File: config.mk
export PLATFORM = sky130hd
export DESIGN_NAME = rv32_csr_file
export DESIGN_NICKNAME = d
export VERILOG_FILES = /design/src/rv32_macros.svh /design/src/rv32_types.sv /design/src/rv32_csr_file.sv
export SDC_FILE = /design/constraint.sdc
export NUM_CORES = 1
export LEC_CHECK = 0
export ABC_CLOCK_PERIOD_IN_PS = 2600
export CAP_MARGIN = 25
export CELL_PAD_IN_SITES_DETAIL_PLACEMENT = 0
export CELL_PAD_IN_SITES_GLOBAL_PLACEMENT = 2
export CORE_MARGIN = 2
export CORE_UTILIZATION = 38
export CTS_BUF_LIST = sky130_fd_sc_hd__clkbuf_16
export DETAILED_ROUTE_END_ITERATION = 8
export DONT_BUFFER_PORTS = 1
export PLACE_DENSITY = 0.81
export SYNTH_ARGS = -nofsm -noshare
export SYNTH_HDL_FRONTEND = slang
export SYNTH_SLANG_ARGS = --single-unit
File: constraint.sdc
create_clock -name clk -period 2.6 [get_ports clk]
set_input_delay 0.52 -clock clk [delete_from_list [all_inputs] [get_ports clk]]
set_output_delay 0.52 -clock clk [all_outputs]
set_load 0.05 [all_outputs]
File: src/rv32_macros.svh
// RV32 memory/commit slice parameters
// Data memory size, bus latency and the NOP encoding

`ifndef RV32_MACROS_SVH
`define RV32_MACROS_SVH

// Data memory depth in 32-bit words
`define RV32_MEM_WORDS 256

// Cycles a request is presented, the done cycle included (at least 1)
`define RV32_MEM_LATENCY 3

// addi x0, x0, 0
`define RV32_NOP 32'h0000_0013

`endif

File: src/rv32_types.sv
// RV32 memory/commit slice shared types
// Data words, memory ops, CSR ids, pipeline buffers and the request
// records passed between the memory stage, CSR file and top level

package rv32_types;

    typedef logic [31:0] rv32_word;

    typedef enum logic [2:0] {
        MEM_NOP,
        MEM_LW,
        MEM_LBU,
        MEM_SW,
        MEM_SB
    } mem_op_t;

    // mtimecmp sits at a custom machine location
    typedef enum logic [11:0] {
        CSR_MSTATUS  = 12'h300,
        CSR_MTVEC    = 12'h305,
        CSR_MEPC     = 12'h341,
        CSR_MTIMECMP = 12'h7C0
    } csr_id_t;

    typedef struct packed {
        logic mpie;
        logic mie;
    } mstatus_t;

    typedef struct packed {
        mem_op_t    mem_op;
        logic       csr_wb;
        logic       is_mret;
        logic       is_bubble;
        logic       reg_wb;
        logic [4:0] rd;
    } ctrl_t;

    // result[0] is store data, result[1] is address or CSR value
    typedef struct packed {
        rv32_word       pc;
        rv32_word       instr;
        rv32_word [1:0] result;
        ctrl_t          ctrl;
    } exec_mem_buffer_t;

    typedef struct packed {
        rv32_word pc;
        rv32_word instr;
        rv32_word result;
        ctrl_t    ctrl;
    } mem_wb_buffer_t;

    typedef struct packed {
        rv32_word addr;
        mem_op_t  op;
        rv32_word data;
    } memory_request_t;

    typedef struct packed {
        csr_id_t  id;
        rv32_word value;
        logic     write;
    } csr_write_request_t;

    typedef struct packed {
        logic     do_interrupt;
        logic     is_mret;
        rv32_word from;
    } interrupt_request_t;

    // Empty slot with every action switched off
    function automatic ctrl_t create_bubble_ctrl();
        ctrl_t c;
        c           = '0;
        c.mem_op    = MEM_NOP;
        c.is_bubble = 1'b1;
        return c;
    endfunction

endpackage

File: src/rv32_csr_file.sv
// RV32 machine-mode CSR file
// mstatus, mtvec, mepc, retired-instruction counter and a machine timer
// with compare register; handles trap entry and mret

`timescale 1ns/1ps

module rv32_csr_file (
    input  logic                            clk,
    input  logic                            resetn,
    input  rv32_types::csr_write_request_t  csr_write_request,
    input  rv32_types::interrupt_request_t  interrupt_request,
    input  logic                            instr_retired,
    output rv32_types::rv32_word            mepc,
    output rv32_types::rv32_word            mtvec,
    output rv32_types::mstatus_t            mstatus,
    output logic                            mtip,
    output rv32_types::rv32_word            instret_count
);

    rv32_types::rv32_word mtime;
    rv32_types::rv32_word mtimecmp;
    logic                 trap_entry;
    logic                 trap_return;

    assign trap_entry  = interrupt_request.do_interrupt & ~interrupt_request.is_mret;
    assign trap_return = interrupt_request.do_interrupt & interrupt_request.is_mret;

    // Pending while the timer has reached the compare value
    assign mtip = (mtime >= mtimecmp);

    always_ff @(posedge clk) begin
        if (!resetn) begin
            mtime         <= '0;
            instret_count <= '0;
        end else begin
            mtime <= mtime + 32'd1;
            if (instr_retired) begin
                instret_count <= instret_count + 32'd1;
            end
        end
    end

    always_ff @(posedge clk) begin
        if (!resetn) begin
            mstatus  <= '0;
            mtvec    <= '0;
            mepc     <= '0;
            mtimecmp <= '1;
        end else if (trap_entry) begin
            mepc         <= interrupt_request.from;
            mstatus.mpie <= mstatus.mie;
            mstatus.mie  <= 1'b0;
        end else if (trap_return) begin
            mstatus.mie <= mstatus.mpie;
        end else if (csr_write_request.write) begin
            case (csr_write_request.id)
                rv32_types::CSR_MSTATUS: begin
                    mstatus.mie  <= csr_write_request.value[3];
                    mstatus.mpie <= csr_write_request.value[7];
                end
                rv32_types::CSR_MTVEC:    mtvec    <= csr_write_request.value;
                rv32_types::CSR_MEPC:     mepc     <= csr_write_request.value;
                rv32_types::CSR_MTIMECMP: mtimecmp <= csr_write_request.value;
                // Unknown locations ignore the write
                default: ;
            endcase
        end
    end

    // The stage suppresses CSR writes from a trapping slot
    a_no_write_on_trap: assert property (@(posedge clk) disable iff (!resetn)
        !(csr_write_request.write && interrupt_request.do_interrupt));

endmodule

==> flow_summary.yaml <==
final_layout:
  finalNonFillerCells: 1150
  num-nets-final: 987
  syn_to_final_growth_pct: 17.43
  mostFrequentLayoutCells: "dfxtp_1, nand2_1, and2_1"
  layout_commonest_cell: "dfxtp_1"
  fillerInstances: 1926
  drive_above_1_share: 0.1459
yosys:
  synth_area_mm2: 0.007531
  synthTopCellsByArea: "dfxtp_1, nand2_1, ha_1"
  synth.distinct_cells: 47
  yosysWarnings: 0
  synth_mux_area_frac: 0.04785
  synthSimpleGateAreaFrac: 0.2163
  synth_top_family_by_area: "simple AND/OR/NAND/NOR gates"
  avgSynthCellArea_um2: 8.934
  synth_flop_cell: "dfxtp_1"
  syn-instance-count: 843
  synthArstFlopShare: 0
  yosysSeqAreaShare: 0.4306
  synth_compound_area_frac: 0.1422
  synth_edf_count: 0
  synth_xor_area_frac: 0.06048
  yosysTopAreaCell: "dfxtp_1"
  synthAdderAreaFrac: 0.05649
  syn-num-nets: 959
  ys_ff_latch: 162
  synth_top_area_frac: 0.4306
sta:
  setup_ws_ns: -0.2321
  period_share: 1.089
  grt_setup_unrepaired: "true"
  timing.hold.ws_ns: 0.2063
  period_needed_ns: 2.832
  fmax_mhz: 353.1
  slew_violations: 0
  hold_viol: 0
  worst_pin_slew_ns: 0.6320
  setup_viol: 1
  slew_headroom: 0.5781
  tns_ns: -0.2321
  finClkSkew_ns: 0.007392
critical_path:
  cp_num_buf_inv: 2
  critPathTopFamily: "compound AO/OA/AOI/OAI gates"
  crit_chain: "ha_4, nand2b_4, a31oi_1, o21ai_1, a2111oi_2, buf_4, o21ai_4, buf_6"
  cp_slowest_cell: "a2111oi_2"
  cp_max_fo: 2
  critPathKind: "flop to output pin"
  end_kind: "output pin"
  required_ns: 2.08
  critPathLaunchType: "flop"
  arrival_ns: 2.31
  cpPeakStageDelay_ns: 0.46
power_and_ir_drop:
  p_clk_frac: 0.461
  p_sw_mw: 1.294
  p_total_mw: 5.204
  switching_share: 0.2486
  ir_drop_mv: 0.4681
  p_leak_nw: 3.853
  p_per_area_mw_per_mm2: 588.5
  p_comb_frac: 0.025
  p_int_mw: 3.910
  p_seq_frac: 0.514
die:
  ios: 181
  die_height_um: 144.8
  rows: 51
  start_util: 0.3869
  die_w_um: 144.8
  core_area_mm2: 0.01946
  die_area_mm2: 0.02096
clock_network:
  cts_tree: "done"
  clkLatencyLatePin_ns: 0.42
  clkTransAtPathRegs_ns: 0.07
  cts.sinks: 162
  postCtsHoldBufs: 0
  cts_made_buffers: 17
  cts_buffer_depth: 2
  cts_root_buf: "clkbuf_16"
  htreeDepth: 4
routing:
  drc_errors: 0
  wl_per_cell_um: 17.13
  first_iter_violations: 258
  ant_nets: 0
  viasPerCell: 5.212
  firstDrtPassIters: 6
  routed_wl_um: 19700
  num_vias: 5994
placed_design:
  numPortBuffers: 0
  gp_congestion: 0.8414
  place_ws_ns: -0.1642
  hpwl_um: 14150
  placedCellCount: 1114
worst_hold_path:
  hold_class: "input pin to flop"
grt:
  grt_max_degree: 166
  track_usage: 0.1830
  antenna_found_initial: 0
  grt_overflow: 0
  grt_pass1_vias: 5848
  grt_pass1_wl_um: 29810
run:
  cap_violations: 0
run_status:
  violations: "setup timing"
  status: "finished, violations left"
[state kept, by name, indices dropped and copies added (netlist names)]
name and count:
mtimecmp 32, mepc 32, instret_count 32, mtime 32, mstatus 2, mtvec 32
[power groups by stage]
stage / Combinational, mW / Clock (mW) / Sequential, mW
detailed placement: 0.126 / 0 / 2.73
finish: 0.130 / 2.40 / 2.68
global placement: 0.120 / 0 / 2.73
floorplan: 0.114 / 0 / 2.73
global route: 0.145 / 2.57 / 2.68
CTS: 0.129 / 2.45 / 2.68
[cell usage after synthesis (6+ instances only)]
cell and number:
nand3_1 34, a21boi_1 8, o211ai_1 33, nor3_1 11, buf_2 13, or3_1 6
and4_1 10, dfxtp_1 162, nor2_1 8, a21oi_1 42, ha_1 34, nand2_1 118
mux2i_1 36, xnor2_1 32, and3_1 7, inv_1 38, xor2_1 20, o21ai_0 43
clkbuf_1 32, and2_1 60, nand4_1 19, a21boi_0 30
[cell families after synthesis]
family | after synthesis
XOR/XNOR | 52
adder cells (fa/ha/maj) | 34
flip-flops | 162
buffers and inverters | 85
AND/OR/NAND/NOR | 304
AO/OA/AOI/OAI | 170
multiplexers | 36
[what timing repair did]
| item | 4_1_cts | 5_1_grt |
|---|---|---|
| pin swaps | 14 | 4 |
| setup buffers | 3 | 0 |
| gates resized for setup | 31 | 2 |
| endpoints found under the setup margin | 1 | 1 |
[final timing paths]
kind	startpoint	end	slack (ns)	depth (start not counted)
max	mtimecmp[0]	mtip	-0.23	8
min	resetn	mtimecmp[28]	0.21	1
max reg2reg	mtime[2]	mtime[21]	0.50	6
min reg2reg	mtimecmp[20]	mtimecmp[20]	0.49	2
[metal layers]
metal  wire, µm  GRT usage  part of all wire
met1       7982     0.2064              0.41
met2       9846     0.3203              0.50
met3       1496    0.06351             0.076
met4        369    0.06490             0.019
met5          0          0                 0
[layout make-up]
type / count / area, µm² / area share
Inverter: 38 / 142.6 / 0.01613
Timing Repair Buffer: 56 / 461.7 / 0.05221
Tap cell: 265 / 331.6 / 0.03749
Sequential cell: 162 / 3256 / 0.3681
Clock inverter: 15 / 133.9 / 0.01514
Multi-Input combinational cell: 596 / 4090 / 0.4625
Clock buffer: 17 / 425.4 / 0.04810
Antenna cell: 1 / 2.502 / 0.0002830
[stage by stage]
stage,instance area [µm²],utilization
4_1_cts,8816,0.4530
2_1_floorplan,7531,-
3_5_place_dp,8104,0.4164
5_1_grt,8841,0.4543
6_report,8843,0.4544
3_3_place_gp,8104,0.4164
Power figures use the tool's default switching activity.
