File: src/rv32_macros.svh
// RV32 memory/commit slice parameters
// Data memory size, bus latency and the NOP encoding

`ifndef RV32_MACROS_SVH
`define RV32_MACROS_SVH

// Data memory depth in 32-bit words
`define RV32_MEM_WORDS 256

// Cycles a request is presented, the done cycle included (at least 1)
`define RV32_MEM_LATENCY 3

// addi x0, x0, 0
`define RV32_NOP 32'h0000_0013

`endif

File: src/rv32_types.sv
// RV32 memory/commit slice shared types
// Data words, memory ops, CSR ids, pipeline buffers and the request
// records passed between the memory stage, CSR file and top level

package rv32_types;

    typedef logic [31:0] rv32_word;

    typedef enum logic [2:0] {
        MEM_NOP,
        MEM_LW,
        MEM_LBU,
        MEM_SW,
        MEM_SB
    } mem_op_t;

    // mtimecmp sits at a custom machine location
    typedef enum logic [11:0] {
        CSR_MSTATUS  = 12'h300,
        CSR_MTVEC    = 12'h305,
        CSR_MEPC     = 12'h341,
        CSR_MTIMECMP = 12'h7C0
    } csr_id_t;

    typedef struct packed {
        logic mpie;
        logic mie;
    } mstatus_t;

    typedef struct packed {
        mem_op_t    mem_op;
        logic       csr_wb;
        logic       is_mret;
        logic       is_bubble;
        logic       reg_wb;
        logic [4:0] rd;
    } ctrl_t;

    // result[0] is store data, result[1] is address or CSR value
    typedef struct packed {
        rv32_word       pc;
        rv32_word       instr;
        rv32_word [1:0] result;
        ctrl_t          ctrl;
    } exec_mem_buffer_t;

    typedef struct packed {
        rv32_word pc;
        rv32_word instr;
        rv32_word result;
        ctrl_t    ctrl;
    } mem_wb_buffer_t;

    typedef struct packed {
        rv32_word addr;
        mem_op_t  op;
        rv32_word data;
    } memory_request_t;

    typedef struct packed {
        csr_id_t  id;
        rv32_word value;
        logic     write;
    } csr_write_request_t;

    typedef struct packed {
        logic     do_interrupt;
        logic     is_mret;
        rv32_word from;
    } interrupt_request_t;

    // Empty slot with every action switched off
    function automatic ctrl_t create_bubble_ctrl();
        ctrl_t c;
        c           = '0;
        c.mem_op    = MEM_NOP;
        c.is_bubble = 1'b1;
        return c;
    endfunction

endpackage

File: src/rv32_mem_if.sv
// RV32 data bus
// Request held by the master until the memory raises done

`timescale 1ns/1ps

interface rv32_mem_if;

    rv32_types::rv32_word addr;
    rv32_types::mem_op_t  op;
    rv32_types::rv32_word wdata;
    rv32_types::rv32_word rdata;
    logic                 done;

    modport master (
        output addr, op, wdata,
        input  rdata, done
    );

    modport memory (
        input  addr, op, wdata,
        output rdata, done
    );

endinterface

File: src/rv32_mem_stage.sv
// RV32 memory stage
// Issues data bus requests, commits CSR writes, takes the timer interrupt
// and mret at the consolidation point and fills the writeback buffer

`timescale 1ns/1ps
`include "rv32_macros.svh"

module rv32_mem_stage (
    input  logic                            clk,
    input  logic                            resetn,
    input  rv32_types::rv32_word            mepc,
    input  rv32_types::mstatus_t            mstatus,
    input  logic                            mtip,
    input  rv32_types::exec_mem_buffer_t    exec_mem_buff,
    output rv32_types::mem_wb_buffer_t      mem_wb_buff,
    output logic                            stall,
    output rv32_types::interrupt_request_t  interrupt_request,
    rv32_mem_if.master                      mem,
    output rv32_types::csr_write_request_t  csr_write_request,
    output logic                            instr_retired
);

    rv32_types::memory_request_t req;
    rv32_types::mem_wb_buffer_t  next_buff;
    logic [7:0]                  load_byte;
    logic                        take_irq;
    logic                        flush;
    logic                        in_flight;

    always_comb begin
        csr_write_request.id    = rv32_types::csr_id_t'(exec_mem_buff.instr[31:20]);
        csr_write_request.value = exec_mem_buff.result[1];
        csr_write_request.write = exec_mem_buff.ctrl.csr_wb;

        req.addr = exec_mem_buff.result[1];
        req.op   = exec_mem_buff.ctrl.mem_op;
        req.data = exec_mem_buff.result[0];

        // A bus request already started is allowed to finish first
        take_irq = ~exec_mem_buff.ctrl.is_bubble & mtip & mstatus.mie & ~in_flight;

        interrupt_request.is_mret      = exec_mem_buff.ctrl.is_mret
                                         & ~exec_mem_buff.ctrl.is_bubble;
        interrupt_request.from         = interrupt_request.is_mret ? mepc : exec_mem_buff.pc;
        interrupt_request.do_interrupt = interrupt_request.is_mret | take_irq;

        // Consolidation point drops the side effects of a trapping slot
        if (interrupt_request.do_interrupt) begin
            req.op                  = rv32_types::MEM_NOP;
            csr_write_request.write = 1'b0;
        end

        stall = (req.op != rv32_types::MEM_NOP) & ~mem.done;
        flush = interrupt_request.do_interrupt & ~interrupt_request.is_mret;

        load_byte = mem.rdata[{req.addr[1:0], 3'b000} +: 8];

        next_buff.pc    = exec_mem_buff.pc;
        next_buff.instr = exec_mem_buff.instr;
        next_buff.ctrl  = exec_mem_buff.ctrl;
        case (req.op)
            rv32_types::MEM_LW:  next_buff.result = mem.rdata;
            rv32_types::MEM_LBU: next_buff.result = {24'b0, load_byte};
            default:             next_buff.result = exec_mem_buff.result[1];
        endcase

        instr_retired = ~exec_mem_buff.ctrl.is_bubble & ~stall & ~flush;
    end

    assign mem.addr  = req.addr;
    assign mem.op    = req.op;
    assign mem.wdata = req.data;

    always_ff @(posedge clk) begin
        if (!resetn) begin
            in_flight <= 1'b0;
        end else begin
            in_flight <= stall;
        end
    end

    always_ff @(posedge clk) begin
        if (!resetn) begin
            mem_wb_buff.pc     <= '0;
            mem_wb_buff.instr  <= `RV32_NOP;
            mem_wb_buff.result <= '0;
            mem_wb_buff.ctrl   <= rv32_types::create_bubble_ctrl();
        end else if (flush) begin
            mem_wb_buff.ctrl <= rv32_types::create_bubble_ctrl();
        end else if (stall) begin
            // Keep old data visible for bypass, mark slot empty
            mem_wb_buff.ctrl.is_bubble <= 1'b1;
        end else begin
            mem_wb_buff <= next_buff;
        end
    end

    // Request must be held until done
    a_op_stable_in_stall: assert property (@(posedge clk) disable iff (!resetn)
        stall |=> $stable(mem.op));

endmodule

File: src/flat_wrapper.sv
// flat-port wrapper written by rule: the top's interface ports become plain ports
module rv32_mem_stage_flat 
  (clk, resetn, mepc, mstatus, mtip, exec_mem_buff, mem_wb_buff, stall, interrupt_request, csr_write_request, instr_retired, mem_addr, mem_op, mem_wdata, mem_rdata, mem_done);
  rv32_mem_if mem_i ();
  input  logic clk;
  input  logic resetn;
  input  rv32_types::rv32_word mepc;
  input  rv32_types::mstatus_t mstatus;
  input  logic mtip;
  input  rv32_types::exec_mem_buffer_t exec_mem_buff;
  output rv32_types::mem_wb_buffer_t mem_wb_buff;
  output logic stall;
  output rv32_types::interrupt_request_t interrupt_request;
  output rv32_types::csr_write_request_t csr_write_request;
  output logic instr_retired;
  output wire logic [$bits(mem_i.addr)-1:0] mem_addr;
  output wire logic [$bits(mem_i.op)-1:0] mem_op;
  output wire logic [$bits(mem_i.wdata)-1:0] mem_wdata;
  input wire logic [$bits(mem_i.rdata)-1:0] mem_rdata;
  input wire logic [$bits(mem_i.done)-1:0] mem_done;
  assign mem_addr = mem_i.addr;
  assign mem_op = mem_i.op;
  assign mem_wdata = mem_i.wdata;
  assign mem_i.rdata = mem_rdata;
  assign mem_i.done = mem_done;
  rv32_mem_stage u_core (.clk(clk), .resetn(resetn), .mepc(mepc), .mstatus(mstatus), .mtip(mtip), .exec_mem_buff(exec_mem_buff), .mem_wb_buff(mem_wb_buff), .stall(stall), .interrupt_request(interrupt_request), .mem(mem_i), .csr_write_request(csr_write_request), .instr_retired(instr_retired));
endmodule
File: config.mk
export PLATFORM = sky130hd
export DESIGN_NAME = rv32_mem_stage_flat
export DESIGN_NICKNAME = d
export VERILOG_FILES = /design/src/rv32_types.sv /design/src/rv32_mem_if.sv /design/src/rv32_mem_stage.sv /design/src/flat_wrapper.sv
export VERILOG_INCLUDE_DIRS = /design/src /design/src/src
export SDC_FILE = /design/constraint.sdc
export NUM_CORES = 1
export LEC_CHECK = 0
export ABC_AREA = 0
export BUFFER_PORTS_ARGS = -buffer_cell sky130_fd_sc_hd__buf_2
export CAP_MARGIN = 20
export CORE_AREA = 5 5 177 179
export CTS_CLUSTER_SIZE = 8
export DETAILED_ROUTE_END_ITERATION = 10
export DIE_AREA = 0 0 182 184
export PLACE_DENSITY_LB_ADDON = 0.3
export RECOVER_POWER = 50
export SLEW_MARGIN = 20
export SYNTH_ARGS = -nofsm -noshare
export SYNTH_HDL_FRONTEND = slang
export SYNTH_SLANG_ARGS = --single-unit
File: constraint.sdc
create_clock -name clk -period 5.02 [get_ports clk]
set_input_delay 0.753 -clock clk [delete_from_list [all_inputs] [get_ports clk]]
set_output_delay 0.753 -clock clk [all_outputs]
set_load 0.02 [all_outputs]
==> results.md <==
- Status: finished, final reports clean
- Largest net degree at the start of global routing: 73
- Dpl hpwl: 20.4 mm
- Synth Instances: between 800 and 900
- DIE WIDTH: approximately 180 um
- Top Layer Used: met4
- Pre-antenna DRT Iters: 5
- Max Buffers Root-to-Sink: 2
- GRT Total Usage: 0.155
- GP Congestion: around 0.83
- Hold Path Class: register to register
- Clk network pwr share: 0.322
- Fin. Hold Viols: 0
- Combinational share of power: 0.287
- CTS clk-pin slew, worst paths: ~90 ps
- Psw: ~0.91 mW
- Setup bufs post-CTS: 0
- Worst Setup Start Kind: input pin
- DRT iter0 DRCs: roughly 560
- Rel. slew slack: 0.426
- Syn Area/Cell: about 7.9 sq um
- Mux contribution to synthesized area: 0.0279
- Share of layout cells above drive strength 1: 0.305
- EDFF count, synth: 0
- Synth area leaders: dfxtp_1 (34%), buf_4 (13%), a21oi_1 (7.7%), nand2_1 (7.1%), nand3_1 (5.2%)
- Critical path class: input pin to output port
- Fin crit share: 0.716
- Sequential share of the synthesized area: 0.337
- Post-synth top area cell: dfxtp_1
- Core area: about 30,000 sq um
- Vias in the first global route: roughly 6,700
- Wire length on met3: around 2.3 mm
- H-tree depth: 3
- Synthesis-stage register bit count: around 110
- FP Rows: 63
- Die height: about 180 um
- CP Data Arrival Time: roughly 2800 ps
- Synthesized cell area: 6470 sq um
- DRC viols: 0
- CTS tree: yes
- Synth Area in Adders: 0
- Ys flop type: dfxtp_1
- Post-synth cell types: 45
- Total negative setup slack: 0 ps
- RSZ-0062 raised after global routing: false
- Post-DR wirelength/cell: about 20 um
- Nets@finish: 1,267
- Antenna violations before repair: 0
- Area of the die: roughly 33,000 sq um
- Critical Path Sink Type: output port
- Final Power: around 2.5 mW
- PD cells: 307 nW/um^2
- Critical Path, Cell by Cell: buf_2 > nor3_1 > or4_4 > clkinv_2 > buf_4 > buf_2
- Compound-Gate Fraction of Synth Area: 0.273
- Int Pwr: between 1.5 and 2 mW
- Skew-Pair Late Insertion Delay: around 370 ps
- Max Fclk: around 280 MHz
- Sequential group share of total power: 0.391
- Flop2flop setup slack: about 2500 ps
- Main combinational cell family by area after synthesis: compound AO/OA/AOI/OAI gates
- YS warnings: 0
- TritonCTS Sinks: 109
- Remaining Overflow, GRT: 0
- CTS Buf Count: 9
- Most frequent cells in the layout: buf_2 (250), clkbuf_1 (150), nand2_1 (123), dfxtp_1 (109), a21oi_1 (99)
- Most frequent CP cell: buf_2
- PostCTS Resize Cnt: 0
- First-pass GRT wire length: 40.7 mm
- Slew @ Worst Pin: roughly 860 ps
- Post-DRT Antenna Nets: 0
- Ys async rst share: 0
- Crit-path max FO: 36
- Commonest non-fill, non-tap cell in the layout: buf_2
- Wl on met1: 11.5 mm
- DR vias: 7,006
- I/O pin count: around 470
- Crit path time final: about 3600 ps
- Post-Route WL: ~28 mm
- VDD IR max: 0.000193 V
- Initial Util: 0.220
- CTS root buffer: clkbuf_16
- Biggest cell delay along the critical path: around 660 ps
- Synth Area in Simple Gates: 0.178
- Top cell type's share of synthesized area: 0.337
- Critical path's slowest cell: or4_4
- Worst EP required: between 4000 and 5000 ps
- Area growth syn-to-layout: 24.5%
- Switching Share: 0.366
- Clock Skew: ~17 ps
- Slew Limit Fails: 0
- CP delay by family, top: buffers and inverters
- Post-CTS Hold Fix Bufs: 0
- Crit path buffers/inverters: 4
- Max-cap violations: 0
- Vias/cell: a little under 5
- I/O Buffers: 400
- Syn nets: around 1,000
- Xor/xnor share of the synthesized area: 0.00135
- Leak: ~3.4 nW
- Final setup vio count: 0
- DR WL met2: approximately 14 mm
## worst register-to-register path: stages (launching register included)
cell and delay (ps):
dfxtp_1 320, nor4bb_1 400, or4_4 460, buf_4 760, nand3_1 310, a21oi_1 200
## cell usage after synthesis, types with 2 or more instances
cell type,number
and3_1,3
a221o_1,6
clkbuf_1,59
o21ai_0,64
dfxtp_1,109
nand2_1,123
buf_1,8
or3_1,2
a21oi_1,99
nor2_1,9
nand3_1,67
inv_1,2
buf_6,4
buf_4,109
o221a_1,6
nor3_1,3
buf_2,4
a211oi_1,5
a22oi_1,24
a32o_1,24
nor3b_1,25
a211oi_2,20
mux2_2,14
a221oi_1,7
nand3b_1,2
clkbuf_2,5
## sequential cells by signal (all words and copies together) (netlist names)
signal and cells:
u_core.in_flight 1, u_core.mem_wb_buff 108
## final timing paths
| check | startpoint | to | cells after the start |
|---|---|---|---|
| max | exec_mem_buff[11] | stall | 6 |
| min | u_core.mem_wb_buff[11] | u_core.mem_wb_buff[11] | 2 |
| max reg2reg | u_core.in_flight | u_core.mem_wb_buff[78] | 5 |
| min reg2reg | u_core.mem_wb_buff[11] | u_core.mem_wb_buff[11] | 2 |
## through the flow
| stage | util | hold slack (ps) | cell area (sq um) | std cells | setup slack, ps |
|---|---|---|---|---|---|
| floorplan | - | 525 | 6470 | 822 | 2060 |
| global placement | 0.269 | 436 | 7920 | 1436 | 1400 |
| detailed placement | 0.269 | 441 | 7920 | 1436 | 1390 |
| CTS | 0.280 | 453 | 8240 | 1452 | 1380 |
| global route | 0.274 | 479 | 8050 | 1452 | 1270 |
| finish | 0.274 | 453 | 8050 | 1453 | 1430 |
## power groups by stage
stage | Sequential (mW) | Combinational (mW) | Clock, mW
after floorplan | 1.08 | 0.426 | 0
after global placement | 0.985 | 0.738 | 0
after detailed placement | 0.987 | 0.741 | 0
after CTS | 0.967 | 0.743 | 0.834
after global routing | 0.978 | 0.769 | 0.858
final | 0.969 | 0.711 | 0.796
## area by class of cell
class	instances	area [sq um]
Timing Repair Buffer	413	1910
Sequential cell	109	2180
Clock inverter	7	92.6
Clock buffer	9	225
Tap cell	390	488
Fill cell	3349	21300
Antenna cell	1	2.50
Inverter	5	21.3
Multi-Input combinational cell	519	3130
## cells by family after synthesis
logic type,count (synthesis)
simple gates,242
mux,15
buf+inv,194
flops,109
xor+xnor,1
compound gates,261
## per-layer routing
layer  up-vias  track usage
li1       3298            -
met1      3372        0.194
met2       304        0.260
met3        32       0.0435
met4         0       0.0450
met5         -            0
Power figures use the tool's default switching activity.
